`config.mk`:
```
export PLATFORM = sky130hd
export DESIGN_NAME = snd_dac_base
export DESIGN_NICKNAME = d
export VERILOG_FILES = /design/src/rtl/snd_pkg.sv /design/src/rtl/snd_pcm_if.sv /design/src/rtl/snd_apb_regs.sv /design/src/rtl/snd_pcm_cond.sv /design/src/rtl/sd_dac_1bit.sv /design/src/rtl/snd_dac_base.sv
export VERILOG_INCLUDE_DIRS = /design/src /design/src/include
export SDC_FILE = /design/constraint.sdc
export NUM_CORES = 1
export LEC_CHECK = 0
export ABC_AREA = 0
export BUFFER_PORTS_ARGS = -buffer_cell sky130_fd_sc_hd__buf_4
export CORE_MARGIN = 2
export CORE_UTILIZATION = 36
export CTS_CLUSTER_SIZE = 14
export DETAILED_ROUTE_END_ITERATION = 10
export HOLD_SLACK_MARGIN = 0.08
export PLACE_DENSITY = 0.64
export SLEW_MARGIN = 0
export SYNTH_ARGS = -nofsm -noshare
export SYNTH_HDL_FRONTEND = slang
export SYNTH_SLANG_ARGS = --single-unit
```
`constraint.sdc`:
```
create_clock -name clk_dac -period 5.4 [get_ports clk_dac]
set_input_delay 1.08 -clock clk_dac [delete_from_list [all_inputs] [get_ports clk_dac]]
set_output_delay 1.08 -clock clk_dac [all_outputs]
set_load 0.02 [all_outputs]
```
`src/include/snd_consts.svh`:
```
`ifndef SND_CONSTS_SVH
`define SND_CONSTS_SVH

// APB register map, byte addresses
`define SND_ADDR_CTRL    4'h0
`define SND_ADDR_STATUS  4'h4

// Modulator enable ring length in clk_dac cycles
`define SND_CEN_PERIOD   4

// PCM sample width
`define SND_PCM_W        16

// Accumulator width, one carry bit above the sample
`define SND_ACC_W        (`SND_PCM_W + 1)

`endif

```
`src/rtl/snd_pkg.sv`:
```
`default_nettype none

package snd_pkg;

    // Control word fields, bit 0 is signed_snd
    typedef struct packed {
        logic [28:0] rsvd;
        logic        mute;
        logic        stereo;
        logic        signed_snd;
    } snd_ctrl_t;

    // Raw view for the bus side, field view for the sound path
    typedef union packed {
        logic [31:0] raw;
        snd_ctrl_t   f;
    } snd_ctrl_u;

endpackage

`default_nettype wire

```
`src/rtl/snd_pcm_if.sv`:
```
`default_nettype none
`include "snd_consts.svh"

interface snd_pcm_if;

    // Modulator clock enable, one clock in every ring period
    logic                  cen;
    // Conditioned samples, always offset binary
    logic [`SND_PCM_W-1:0] pcm_l;
    logic [`SND_PCM_W-1:0] pcm_r;
    // Right output copies the left channel
    logic                  mono;

    modport src (
        output cen,
        output pcm_l,
        output pcm_r,
        output mono
    );

    modport dac (
        input cen,
        input pcm_l,
        input pcm_r,
        input mono
    );

endinterface

`default_nettype wire

```
`src/rtl/snd_apb_regs.sv`:
```
`default_nettype none
`include "snd_consts.svh"

module snd_apb_regs
    import snd_pkg::*;
(
    input  wire                       clk_dac,
    input  wire                       rst,
    // APB slave
    input  wire                       psel_i,
    input  wire                       penable_i,
    input  wire                       pwrite_i,
    input  wire  [3:0]                paddr_i,
    input  wire  [31:0]               pwdata_i,
    output logic [31:0]               prdata_o,
    output logic                      pready_o,
    // Enable ring state for status readback
    input  wire  [`SND_CEN_PERIOD-1:0] ring_i,
    output snd_ctrl_u                 ctrl_o
);

    logic        wr_en;
    logic        rd_setup;
    logic [31:0] status_word;
    logic [31:0] rd_word;

    // No wait states
    assign pready_o = 1'b1;

    assign wr_en    = psel_i & penable_i & pwrite_i;
    assign rd_setup = psel_i & ~penable_i & ~pwrite_i;

    // Status: mute, effective stereo, ring state in bits 7:4
    assign status_word = {
        {(32 - 4 - `SND_CEN_PERIOD){1'b0}},
        ring_i,
        2'b00,
        ctrl_o.f.stereo,
        ctrl_o.f.mute
    };

    always_comb begin
        case (paddr_i)
            `SND_ADDR_CTRL:   rd_word = ctrl_o.raw;
            `SND_ADDR_STATUS: rd_word = status_word;
            default:          rd_word = 32'd0;
        endcase
    end

    // Control register, written at the end of the access phase
    always_ff @(posedge clk_dac or posedge rst) begin
        if (rst) begin
            ctrl_o.raw <= 32'd0;
        end else if (wr_en && paddr_i == `SND_ADDR_CTRL) begin
            ctrl_o.raw <= pwdata_i;
        end
    end

    // Read data captured in setup so it is stable through access
    always_ff @(posedge clk_dac or posedge rst) begin
        if (rst) begin
            prdata_o <= 32'd0;
        end else if (rd_setup) begin
            prdata_o <= rd_word;
        end
    end

endmodule

`default_nettype wire

```
`src/rtl/snd_pcm_cond.sv`:
```
`default_nettype none
`include "snd_consts.svh"

module snd_pcm_cond
    import snd_pkg::*;
(
    input  wire                        clk_dac,
    input  wire                        rst,
    input  snd_ctrl_u                  ctrl_i,
    input  wire  [`SND_PCM_W-1:0]      snd_left_i,
    input  wire  [`SND_PCM_W-1:0]      snd_right_i,
    output logic [`SND_CEN_PERIOD-1:0] ring_o,
    snd_pcm_if.src                     pcm
);

    // Two's complement to offset binary is a flip of the MSB
    function automatic logic [`SND_PCM_W-1:0] cond_sample(
        input logic [`SND_PCM_W-1:0] s,
        input logic                  is_signed,
        input logic                  mute
    );
        logic [`SND_PCM_W-1:0] ob;
        ob = {s[`SND_PCM_W-1] ^ is_signed, s[`SND_PCM_W-2:0]};
        return mute ? '0 : ob;
    endfunction

    // One-hot ring, first enable lands on the third clock after reset
    always_ff @(posedge clk_dac or posedge rst) begin
        if (rst) begin
            ring_o <= `SND_CEN_PERIOD'(4'b0100);
        end else begin
            ring_o <= {ring_o[`SND_CEN_PERIOD-2:0], ring_o[`SND_CEN_PERIOD-1]};
        end
    end

    assign pcm.cen  = ring_o[0];
    assign pcm.mono = ~ctrl_i.f.stereo;

    // Samples are level inputs, taken once per enable
    always_ff @(posedge clk_dac or posedge rst) begin
        if (rst) begin
            pcm.pcm_l <= '0;
            pcm.pcm_r <= '0;
        end else if (ring_o[0]) begin
            pcm.pcm_l <= cond_sample(snd_left_i, ctrl_i.f.signed_snd, ctrl_i.f.mute);
            pcm.pcm_r <= cond_sample(snd_right_i, ctrl_i.f.signed_snd, ctrl_i.f.mute);
        end
    end

endmodule

`default_nettype wire

```
`src/rtl/sd_dac_1bit.sv`:
```
`default_nettype none
`include "snd_consts.svh"

module sd_dac_1bit (
    input  wire   clk_dac,
    input  wire   rst,
    snd_pcm_if.dac pcm,
    // Tied per instance, picks which channel this modulator follows
    input  wire   sel_right_i,
    output logic  dac_o
);

    logic [`SND_PCM_W-1:0] code;
    logic [`SND_ACC_W-1:0] acc;
    logic [`SND_ACC_W-1:0] acc_next;

    assign code = sel_right_i ? pcm.pcm_r : pcm.pcm_l;

    // Carry out of the previous sum is dropped before adding
    assign acc_next = {1'b0, acc[`SND_PCM_W-1:0]} + {1'b0, code};

    always_ff @(posedge clk_dac or posedge rst) begin
        if (rst) begin
            acc <= '0;
        end else if (pcm.cen) begin
            acc <= acc_next;
        end
    end

    // Registered carry is the bitstream
    assign dac_o = acc[`SND_ACC_W-1];

endmodule

`default_nettype wire

```
`src/rtl/snd_dac_base.sv`:
```
`default_nettype none
`include "snd_consts.svh"

module snd_dac_base
    import snd_pkg::*;
(
    input  wire                   clk_dac,
    input  wire                   rst,
    // APB configuration port
    input  wire                   psel_i,
    input  wire                   penable_i,
    input  wire                   pwrite_i,
    input  wire  [3:0]            paddr_i,
    input  wire  [31:0]           pwdata_i,
    output logic [31:0]           prdata_o,
    output logic                  pready_o,
    // Sound
    input  wire  [`SND_PCM_W-1:0] snd_left_i,
    input  wire  [`SND_PCM_W-1:0] snd_right_i,
    output logic                  snd_pwm_left_o,
    output logic                  snd_pwm_right_o
);

    snd_ctrl_u                  ctrl;
    logic [`SND_CEN_PERIOD-1:0] ring;
    logic                       dac_left;
    logic                       dac_right;

    snd_pcm_if pcm_bus ();

    snd_apb_regs u_regs (
        .clk_dac   ( clk_dac   ),
        .rst       ( rst       ),
        .psel_i    ( psel_i    ),
        .penable_i ( penable_i ),
        .pwrite_i  ( pwrite_i  ),
        .paddr_i   ( paddr_i   ),
        .pwdata_i  ( pwdata_i  ),
        .prdata_o  ( prdata_o  ),
        .pready_o  ( pready_o  ),
        .ring_i    ( ring      ),
        .ctrl_o    ( ctrl      )
    );

    snd_pcm_cond u_cond (
        .clk_dac     ( clk_dac     ),
        .rst         ( rst         ),
        .ctrl_i      ( ctrl        ),
        .snd_left_i  ( snd_left_i  ),
        .snd_right_i ( snd_right_i ),
        .ring_o      ( ring        ),
        .pcm         ( pcm_bus.src )
    );

    sd_dac_1bit u_dac_left (
        .clk_dac     ( clk_dac     ),
        .rst         ( rst         ),
        .pcm         ( pcm_bus.dac ),
        .sel_right_i ( 1'b0        ),
        .dac_o       ( dac_left    )
    );

    sd_dac_1bit u_dac_right (
        .clk_dac     ( clk_dac     ),
        .rst         ( rst         ),
        .pcm         ( pcm_bus.dac ),
        .sel_right_i ( 1'b1        ),
        .dac_o       ( dac_right   )
    );

    assign snd_pwm_left_o  = dac_left;
    // In mono the right pin mirrors the left modulator
    assign snd_pwm_right_o = pcm_bus.mono ? dac_left : dac_right;

endmodule

`default_nettype wire

```
## Word-level counts from Yosys, hierarchy flattened

Index checks and enable logic that the tools add are counted.

- Bitwise logic cells: 8
- Reduce and logical (&&, ||, !) cells: 2
- Muxes and demuxes: 4
- Add/sub/neg operators: 2
- Equality and inequality tests: 1

Operator list:

| cell | number |
|---|---|
| $pmux 32 s2 | 1 |
| $add 16x16->17 | 2 |
| $mux 16 | 2 |
| $and 1x1->1 | 4 |
| $eq 4x3->1 const B | 1 |
| $logic_not 4->1 | 1 |
| $not 1->1 | 2 |
| $xor 1x1->1 | 2 |
| $logic_and 1x1->1 | 1 |
| $mux 1 | 1 |

- Bits of input ports: 73
- Register bits: 134
- Word-level logic and storage cells: 24
- Output and inout port bits: 35

## Depth between registers and ports, before layout

Gate-level depths: netlist of the first run.

- Word-level depth: 3
- Depth in mapped cells: 7
- Gate-level depth less buffers: 7

## Modules after synthesis

From an unflattened synthesis of the first run, not the netlist that was laid out.

- Cells, all modules: 596
- Area total of the unflattened synthesis: 7081.8 µm²

By module, submodules not included:

| module | seq. area each (µm²) | area each (µm²) | times used | cells an instance |
|---|---|---|---|---|
| sd_dac_1bit | 425.4 | 1637.8 | 2 | 176 |
| snd_apb_regs | 1601.5 | 2441.1 | 1 | 159 |
| snd_pcm_cond | 902.1 | 1342.5 | 1 | 82 |
| snd_dac_base | 0.0 | 22.5 | 1 | 3 |

## Worst setup path after synthesis of the first run

No wires, ideal clock.

- Kind: input to register
- Start: input port paddr_i[1]
- End: register u_regs.ctrl_o[10] in the netlist's numbering
- Stages: 4
- Setup slack: 2.993 ns
- Required time: 5.275 ns
- Buffers on the path: 1
- Arrival time: 2.282 ns
- Library setup time: 0.125 ns
- Path through: or3_4 -> nor3_4 -> buf_4 -> mux2_2

- Cells in the longest elaborated chain, start to end: 2

Ends and longest elaborated chain:

| element | line | text |
|---|---|---|
| start: declaration | snd_dac_base.sv:13 | `input wire [3:0] paddr_i,` |
| $logic_not 4->1 (no line) | n/a |  |
| $logic_and 1x1->1 (no line) | n/a |  |
| end: declaration | snd_apb_regs.sv:19 | `output snd_ctrl_u ctrl_o` |

Every way passes these cells.
A chain may end at the register's enable or synchronous reset.

## Worst setup path in the final report of the first run

- Start: input port paddr_i[1]
- End: register u_regs.ctrl_o[27] in the netlist's numbering

Same word-level chain as after synthesis.

==> run_results.csv, run 1 <==
group,metric,value,unit
synth,synth_cells,542,
global_route,antenna_found_initial,0,
clock_tree,ctsHoldBuffers,0,
synth,ys_async_sr_fraction,100,%
sta,worst_slack,2450,ps
detailed_routing,wl_per_cell,17.0,um
clock_tree,clockBufferDepth,2,
clock_tree,cts_setup_buffers,0,
critical_path,cp_slowest_cell,"nor3_4",
critical_path,crit_fanout,27,
sta,rsz0062_at_grt,"false",
sta,fin_skew,9.37,ps
power_and_ir_drop,p_per_area,295,nW/um^2
power_and_ir_drop,ir_drop,0.265,mV
sta,slew_viol_final,0,
clock_tree,cts_tree,"yes",
clock_tree,clkSlewWorstSetupHoldPaths,60,ps
detailed_routing,num_vias,4786,
min_path,hp-class,"reg2reg",
synth,synth_top_area_share,51.0,%
global_route,grt_pass1_vias,5002,
final_layout,fill_cells,1678,
sta,max_freq,339,MHz
global_route,grt_overflow_total,0,
die,boundaryPins,108,
die,die_h,139,um
synth,netlist_top_cells_area,"dfrtp_1 (51%), mux2_2 (7.9%), a22o_1 (7.8%)",
synth,synth_common_cells,"dfrtp_1 (133), a22o_1 (58), mux2_2 (46)",
final_layout,syn_to_final_growth,24.7,%
clock_tree,numCtsBuffers,17,
detailed_routing,initialDrtViolationCount,249,
synth,synth_enable_flop_cells,0,
final_layout,final_nets,755,
synth,ys_ff_latch,134,
critical_path,cp_common_cell,"buf_4",
critical_path,crit_path_end_kind,"register",
detailed_routing,drc,0,
sta,fin_tns_setup,0,ps
sta,relSlewSlack,16.9,%
critical_path,r2r_end,"u_dac_right.acc[10]",
critical_path,regToRegSetupSlack,2920,ps
synth,syn_avg_cell_area,12.0,um^2
clock_tree,root_buffer,"clkbuf_16",
die,rows,49,
critical_path,start_kind,"input port",
sta,whs,385,ps
place,preCtsSetupSlack,1980,ps
critical_path,r2r_start,"u_cond.pcm.pcm_r[0]",
critical_path,critPathLaunch,"paddr_i[1]",
critical_path,critPathMaxStageDelay,970,ps
critical_path,crit_arrival,3260,ps
synth,synth_ff_type,"dfrtp_1",
power_and_ir_drop,finalPower,2.40,mW
critical_path,cp_cell_sequence,"buf_4, or3_4, nor3_4, buf_4, mux2_2",
global_route,grt_usage,16.2,%
sta,min_period,2950,ps
final_layout,drive_above_1_share,32.4,%
synth,synth_warnings,0,
detailed_routing,totalWireLength,15100,um
synth,ys_seq_area_share,51.4,%
place,placed_area,7520,um^2
place,routabilityCongestion,0.840,
clock_tree,clock-sinks,134,
critical_path,r2r_cells,7,
die,start_util,36.5,%
die,dieArea,19200,um^2
final_layout,antenna_cells,0,
place,port_buffers,106,
synth,yosysUniqueCellTypes,66,
synth,synth_top_cell_by_area,"dfrtp_1",
die,dieWidth,139,um
synth,yosysMostFrequentCell,"dfrtp_1",
detailed_routing,final_antenna_net_count,0,
detailed_routing,vias_per_cell,5.38,
clock_tree,postCtsResizedCells,0,
synth,syn-cell-area,6530,um^2
clock_tree,h-tree-depth,4,
critical_path,critical_path_class,"in2reg",
sta,setup_viol,0,
sta,tightest_slew,1240,ps
detailed_routing,firstDrtPassIters,4,
critical_path,critPathRequiredTime,5710,ps
synth,synth_nets,649,
sta,fin_crit_sh,54.6,%
final_layout,postLayoutCellArea,8140,um^2
global_route,grt_max_degree,52,
die,core,17900,um^2
global_route,grt_pass1_wl,25200,um
job,drv_cap,0,
place,dpl.hpwl,10200,um
power_and_ir_drop,p_leak,4.13,nW
critical_path,crit_end,"u_regs.ctrl_o[27]",
run_status,outcome,"complete, no violations",
sta,hold_viol_final,0,
clock_tree,clk-insertion-delay-late,430,ps
==> how the worst min path moves through the flow <==
stage	from	to	cells past startpoint
final	u_cond.ring_o[3]	u_cond.ring_o[0]	0
after global routing	u_cond.ring_o[1]	u_cond.ring_o[2]	0
after CTS	u_cond.ring_o[3]	u_cond.ring_o[0]	0
after detailed placement	u_cond.ring_o[3]	u_cond.ring_o[0]	0
after global placement	u_cond.ring_o[3]	u_cond.ring_o[0]	0
after floorplan	u_cond.ring_o[3]	u_cond.ring_o[0]	0
==> per-stage QoR <==
| step | instances | utilization, % |
|---|---|---|
| 2_1_floorplan | 542 | - |
| 3_3_place_gp | 858 | 42.0 |
| 3_5_place_dp | 858 | 42.0 |
| 4_1_cts | 889 | 45.5 |
| 5_1_grt | 889 | 45.5 |
| 6_report | 889 | 45.5 |
==> critical path: cells and delay by family <==
kind / cells / cell delay (ps)
simple gates: 2 / 1380
buf+inv: 2 / 430
mux: 1 / 350
==> final cells by class <==
| type | count | area [um^2] | share of cell area (%) |
|---|---|---|---|
| Tap cell | 229 | 287 | 3.52 |
| Inverter | 4 | 17.5 | 0.215 |
| Sequential cell | 134 | 3350 | 41.2 |
| Clock inverter | 14 | 193 | 2.37 |
| Multi-Input combinational cell | 378 | 3010 | 37.0 |
| Timing Repair Buffer | 113 | 848 | 10.4 |
| Clock buffer | 17 | 425 | 5.23 |
==> sequential cells by signal, summed over array words and instances, names as in the netlist <==
| signal | count |
|---|---|
| u_cond.pcm.pcm_l | 16 |
| u_regs.ctrl_o | 32 |
| u_cond.ring_o | 4 |
| u_dac_left.acc | 17 |
| u_regs.prdata_o | 32 |
| u_cond.pcm.pcm_r | 16 |
| u_dac_right.acc | 17 |
==> power breakdown <==
group	internal, mW	total, mW	switching [mW]
sequential	1.04	1.06	0.0223
clock	0.740	1.21	0.474
combinational	0.0687	0.124	0.0552
total	1.85	2.40	0.552
==> cell usage in the layout, fill, tap and decap left out, drive strengths merged, types with 6 or more instances in the layout <==
master / n
a211oi: 8
a21o: 18
a21oi: 24
a22o: 58
and3: 6
buf: 113
clkbuf: 17
dfrtp: 133
ha: 32
inv: 10
mux2: 47
mux2i: 8
nand2: 25
nand3: 10
nand4: 6
nor2: 23
nor3: 11
o21ai: 25
xnor2: 11
==> metal layers <==
layer / vias up / global-route usage [%] / share of wire, %
met4: 0 / 6.11 / 1.5
li1: 2272 / - / -
met1: 2364 / 21.1 / 46
met2: 132 / 24.7 / 45
met3: 18 / 6.25 / 7.7
met5: - / 0 / 0
==> cell families (layout without fill, tap and decap cells) <==
kind of cell    count (synthesis)  in the layout  share of synthesized area (%)
buf+inv                        30            148                           2.49
xor+xnor                       16             16                           2.15
other cells                     1              1                         0.0574
compound gates                171            171                           19.8
fa+ha+maj                      34             34                           6.75
simple gates                  101            101                           8.03
mux                            55             55                           9.39
flops                         134            134                           51.4
(Power assumes the default switching activity.)
==> run 2: changes to the inputs <==
ABC_AREA = 1   (was 0)
clock period = 2.9 ns   (was 5.4 ns; I/O delays follow)
==> run 2 against run 1 <==
Cell area rose by 6.4%. Sequential power rose by 91%. Core utilization fell by 0.68 points. First-iteration DRC count rose by 4.4%. Hold slack got worse by 49 ps. Critical endpoint is now u_dac_right.acc[6]. Largest cell class unchanged. Largest power group unchanged.
==> run_results.csv, run 2 <==
group,metric,value,unit
run_status,outcome,"complete, no violations",
clock_tree,cts_setup_buffers,0,
place,dpl.cell_count,1241,
detailed_routing,firstDrtPassIters,4,
global_route,use_met3,5.86,%
synth,synth_cells,893,
detailed_routing,wl_per_cell,12.6,um
sta,min_period,1930,ps
global_route,grt_pass1_wl,27200,um
die,die_h,144,um
sta,fin_skew,9.97,ps
sta,whs,336,ps
place,routabilityCongestion,0.859,
synth,synth_warnings,0,
synth,synth_enable_flop_cells,0,
power_and_ir_drop,ir_drop,0.357,mV
synth,ys_seq_area_share,47.7,%
detailed_routing,num_vias,5730,
critical_path,crit_path_end_kind,"register",
clock_tree,numCtsBuffers,17,
place,dpl.hpwl,10900,um
die,boundaryPins,108,
global_route,grt_overflow_total,0,
job,drv_cap,0,
clock_tree,cts_tree,"yes",
synth,ys_async_sr_fraction,100,%
synth,synth_top_cell_by_area,"dfrtp_1",
die,rows,51,
critical_path,start_kind,"register",
final_layout,instances_no_fill,1273,
synth,ys_ff_latch,134,
final_layout,fill_cells,1935,
final_layout,multiInputGateArea,3090,um^2
sta,max_freq,519,MHz
global_route,grt-busiest-layer,"met2",
synth,yosysUniqueCellTypes,37,
global_route,use_met1,23.1,%
global_route,met2_usage,24.8,%
synth,yosysMostFrequentCell,"nand2_1",
die,core,19300,um^2
clock_tree,ctsHoldBuffers,0,
global_route,grt_usage,16.7,%
synth,syn_avg_cell_area,7.87,um^2
final_layout,reg.largest.list,"u_regs.ctrl_o (32), u_regs.prdata_o (32)",
min_path,hp-class,"in2async",
die,dieArea,20700,um^2
final_layout,register_area,3360,um^2
critical_path,crit_arrival,2240,ps
critical_path,critPathRequiredTime,3210,ps
sta,rsz0062_at_grt,"false",
synth,netlist_top_cells_area,"dfrtp_1 (47%), nand2_1 (19%), inv_1 (6.1%)",
clock_tree,clk-insertion-delay-late,420,ps
critical_path,crit_fanout,4,
clock_tree,h-tree-depth,4,
synth,synth_nets,1000,
sta,relSlewSlack,52.7,%
detailed_routing,final_antenna_net_count,0,
clock_tree,clock-sinks,134,
global_route,antenna_found_initial,0,
die,dieWidth,144,um
detailed_routing,drc,0,
die,start_util,36.4,%
place,port_buffers,106,
final_layout,syn_to_final_growth,23.2,%
clock_tree,clkSlewWorstSetupHoldPaths,70,ps
final_layout,utilization,44.8,%
detailed_routing,vias_per_cell,4.50,
sta,fin_crit_sh,66.4,%
sta,worst_slack,973,ps
final_layout,final_cell_mix,"nand2_1 (350), dfrtp_1 (132), inv_1 (112)",
sta,setup_viol,0,
sta,tightest_slew,710,ps
power_and_ir_drop,p_per_area,526,nW/um^2
synth,synth_common_cells,"nand2_1 (350), dfrtp_1 (133), inv_1 (114)",
final_layout,final_common_cell,"nand2_1",
clock_tree,clockBufferDepth,2,
sta,hold_viol_final,0,
clock_tree,root_buffer,"clkbuf_16",
global_route,grt_max_degree,135,
detailed_routing,initialDrtViolationCount,260,
detailed_routing,totalWireLength,16000,um
sta,slew_viol_final,0,
synth,synth_top_area_share,47.3,%
final_layout,drive_above_1_share,17.9,%
final_layout,final_nets,1102,
power_and_ir_drop,p_leak,4.61,nW
synth,synth_ff_type,"dfrtp_1",
global_route,grt_pass1_vias,5601,
place,preCtsSetupSlack,825,ps
synth,syn-cell-area,7030,um^2
clock_tree,postCtsResizedCells,0,
sta,fin_tns_setup,0,ps
critical_path,critical_path_class,"reg2reg",
final_layout,antenna_cells,0,
==> run 2: cell count changes in the layout (fill, tap and decap cells not counted), moves of 26 or more <==
cell | before | now
nand2_1 | 25 | 350
inv_1 | 2 | 112
nand3_1 | 10 | 73
a22o_1 | 58 | 0
mux2_2 | 46 | 3
o21ai_0 | 22 | 48
==> run 2: metrics by stage <==
stage               power, mW  instance area, um^2
finish                   4.55                 8660
global placement         2.43                 8080
global route             4.76                 8660
floorplan                2.25                 7030
CTS                      4.62                 8660
detailed placement       2.43                 8080
==> run 2: area by class of cell <==
class	count	area share, %
timing repair buffer	112	9.86
clock buffer	18	4.96
sequential	134	38.8
clock inverter	14	1.76
inverter	116	5.10
multi-input combinational	614	35.7
tap	265	3.83
==> run 2: final timing paths <==
path	slack, ps	depth (start not counted)	startpoint	end
setup / recovery	970	9	u_cond.pcm.pcm_r[0]	u_dac_right.acc[6]
hold reg to reg	400	0	u_cond.ring_o[1]	u_cond.ring_o[2]
min in group clk_dac	350	3	pwdata_i[20]	u_regs.ctrl_o[20]
max in group asynchronous	2010	3	rst	u_cond.ring_o[0]
hold / removal	340	3	rst	u_regs.ctrl_o[24]
setup reg to reg	970	9	u_cond.pcm.pcm_r[0]	u_dac_right.acc[6]
==> run 2: cells by family (layout without fill, tap and decap cells) <==
| kind of cell | Yosys count | in the layout | synth area share (%) |
|---|---|---|---|
| other | 1 | 1 | 0.0533 |
| adder cells (fa/ha/maj) | 34 | 34 | 6.27 |
| AO/OA/AOI/OAI | 91 | 91 | 7.96 |
| multiplexers | 3 | 3 | 0.481 |
| buffers and inverters | 145 | 260 | 8.26 |
| AND/OR/NAND/NOR | 473 | 473 | 27.8 |
| flip-flops | 134 | 134 | 47.7 |
| XOR/XNOR | 12 | 12 | 1.50 |
==> run 2: routing by layer <==
metal / up-vias / routed length, um / share of wire (%)
met5: - / 0 / 0
met4: 0 / 108 / 0.68
met3: 11 / 1150 / 7.2
met2: 138 / 6890 / 43
met1: 2585 / 7840 / 49
li1: 2996 / - / -
==> run 2: worst max-delay path, stage by stage (launching register included) <==
cell and delay [ps]:
dfrtp_1 390, ha_1 250, fa_1 400, nand2_1 110, nand2_1 70, nand3_1 70
nand2_1 120, or2_2 300, nand3_1 70, nand2_1 50
==> run 2: power breakdown <==
group | leakage (nW) | internal [mW] | switching [mW]
sequential | 1.59 | 1.98 | 0.0461
combinational | 2.74 | 0.152 | 0.222
clock | 0.285 | 1.22 | 0.935
==> run 3: changes to the inputs <==
clock period = 2 ns   (was 2.9 ns; I/O delays follow)
==> run 3 against run 2 <==
Largest cell class unchanged. Hold slack worse by 250 ps. Highest routed layer unchanged. Critical endpoint unchanged. Routed wire length down 0.49%. Total power is 44% higher.
==> run_results.csv, run 3 (synthesis gave the netlist of run 2 again) <==
group,metric,value,unit
clock_tree,numCtsBuffers,17,
clock_tree,postCtsResizedCells,0,
clock_tree,root_buffer,"clkbuf_16",
global_route,grt_usage,16.4,%
sta,fin_skew,9.03,ps
critical_path,critPathMaxStageDelay,390,ps
die,rows,51,
detailed_routing,wl_per_cell,12.5,um
clock_tree,ctsHoldBuffers,0,
place,dpl.hpwl,11300,um
place,routabilityCongestion,0.834,
min_path,hp-class,"in2async",
final_layout,postLayoutCellArea,8720,um^2
place,placed_area,8140,um^2
clock_tree,h-tree-depth,4,
final_layout,final_common_cell,"nand2_1",
clock_tree,cts_setup_buffers,0,
sta,rsz0062_at_grt,"false",
final_layout,antenna_cells,0,
final_layout,fill_cells,1938,
critical_path,start_kind,"register",
power_and_ir_drop,power_switching,1.70,mW
power_and_ir_drop,power_frac_comb,8.2,%
global_route,use_met3,6.23,%
critical_path,crit_fanout,4,
job,drv_cap,0,
detailed_routing,drc,0,
power_and_ir_drop,switching_share,25.9,%
detailed_routing,num_vias,5748,
sta,hold_viol_final,0,
sta,slew_viol_final,0,
place,port_buffers,106,
run_status,outcome,"complete, no violations",
sta,fin_tns_setup,0,ps
critical_path,cp_slowest_cell,"fa_1",
clock_tree,clkSlewWorstSetupHoldPaths,70,ps
sta,fin_crit_sh,93.4,%
die,boundaryPins,108,
final_layout,final_cell_mix,"nand2_1 (350), dfrtp_1 (132), buf_4 (114)",
final_layout,register_area,3360,um^2
final_layout,reg.largest.list,"u_regs.ctrl_o (32), u_regs.prdata_o (32)",
global_route,met2_usage,24.8,%
power_and_ir_drop,p_per_area,752,nW/um^2
clock_tree,cts_tree,"yes",
critical_path,r2r_start,"u_cond.pcm.pcm_r[0]",
critical_path,regToRegSetupSlack,130,ps
global_route,grt_pass1_vias,5585,
critical_path,cp_common_cell,"nand2_1",
die,core,19300,um^2
sta,max_freq,535,MHz
global_route,grt_max_degree,59,
sta,min_period,1870,ps
critical_path,path_delay_family,"simple AND/OR/NAND/NOR gates",
global_route,grt_overflow_total,0,
detailed_routing,final_antenna_net_count,0,
global_route,antenna_found_initial,0,
critical_path,crit_path_end_kind,"register",
final_layout,final_nets,1107,
global_route,grt-busiest-layer,"met2",
clock_tree,clockBufferDepth,2,
final_layout,multiInputGateArea,3090,um^2
critical_path,crit_arrival,2170,ps
power_and_ir_drop,p_leak,4.65,nW
clock_tree,clock-sinks,134,
sta,relSlewSlack,55.8,%
critical_path,cp_cell_sequence,"ha_1, fa_1, nand2_1, nand2_1, nand3_1, nand2_1, or2_2, nand3_1, nand2_1",
detailed_routing,firstDrtPassIters,4,
power_and_ir_drop,p_int,4.86,mW
die,die_h,144,um
final_layout,syn_to_final_growth,24.1,%
detailed_routing,initialDrtViolationCount,241,
global_route,use_met1,22.0,%
die,dieArea,20700,um^2
critical_path,r2r_end,"u_dac_right.acc[6]",
clock_tree,clk-insertion-delay-late,420,ps
power_and_ir_drop,ir_drop,0.520,mV
power_and_ir_drop,sequentialPowerShare,44.6,%
critical_path,critPathRequiredTime,2310,ps
global_route,grt_pass1_wl,26800,um
sta,tightest_slew,664,ps
sta,setup_viol,0,
final_layout,utilization,45.1,%
critical_path,critical_path_class,"reg2reg",
detailed_routing,totalWireLength,15900,um
die,dieWidth,144,um
critical_path,r2r_cells,9,
die,start_util,36.4,%
power_and_ir_drop,p_clk_share,47.1,%
detailed_routing,vias_per_cell,4.50,
critical_path,path_buf_inv,0,
final_layout,drive_above_1_share,18.4,%
==> run 3: worst max path at each step <==
| stage | startpoint | to | slack [ps] | cells after the start |
|---|---|---|---|---|
| after floorplan | rst | u_cond.pcm.pcm_l[0] | -60 | 1 |
| after global placement | u_cond.pcm.pcm_r[0] | u_dac_right.acc[6] | 170 | 9 |
| after detailed placement | u_cond.pcm.pcm_r[0] | u_dac_right.acc[6] | 150 | 9 |
| after CTS | u_cond.pcm.pcm_r[0] | u_dac_right.acc[6] | 150 | 9 |
| after global routing | u_cond.pcm.pcm_r[0] | u_dac_right.acc[6] | 3 | 9 |
| final | u_cond.pcm.pcm_r[0] | u_dac_right.acc[6] | 130 | 9 |
==> run 3: area by class of cell <==
cell class / instances / share of cell area (%)
sequential: 134 / 38.5
multi-input combinational: 614 / 35.5
timing repair buffer: 117 / 10.5
inverter: 116 / 5.06
clock buffer: 17 / 4.88
tap: 265 / 3.80
clock inverter: 15 / 1.81
==> run 3: through the flow <==
step	power, mW	setup slack, ps	hold WS (ps)	std cells
2_1_floorplan	3.27	-64.4	354	893
3_3_place_gp	3.52	173	370	1246
3_5_place_dp	3.53	154	367	1246
4_1_cts	6.67	151	94.1	1278
5_1_grt	6.85	2.60	111	1278
6_report	6.56	131	84.5	1278
==> run 3: layer usage <==
metal,vias up,wire length [um]
met5,-,0
met4,0,226
met3,22,1210
met2,129,6690
met1,2587,7780
li1,3010,-
==> run 3: tightest hold or removal path: stages <==
cell	delay, ps
buf_4	120
clkinvlp_4	110
buf_12	260
==> run 3: power groups by stage <==
| stage | Clock, mW | Combinational, mW | Sequential [mW] |
|---|---|---|---|
| floorplan | 0 | 0.261 | 3.00 |
| global placement | 0 | 0.546 | 2.97 |
| detailed placement | 0 | 0.554 | 2.98 |
| CTS | 3.18 | 0.556 | 2.93 |
| global route | 3.29 | 0.612 | 2.94 |
| finish | 3.09 | 0.540 | 2.93 |
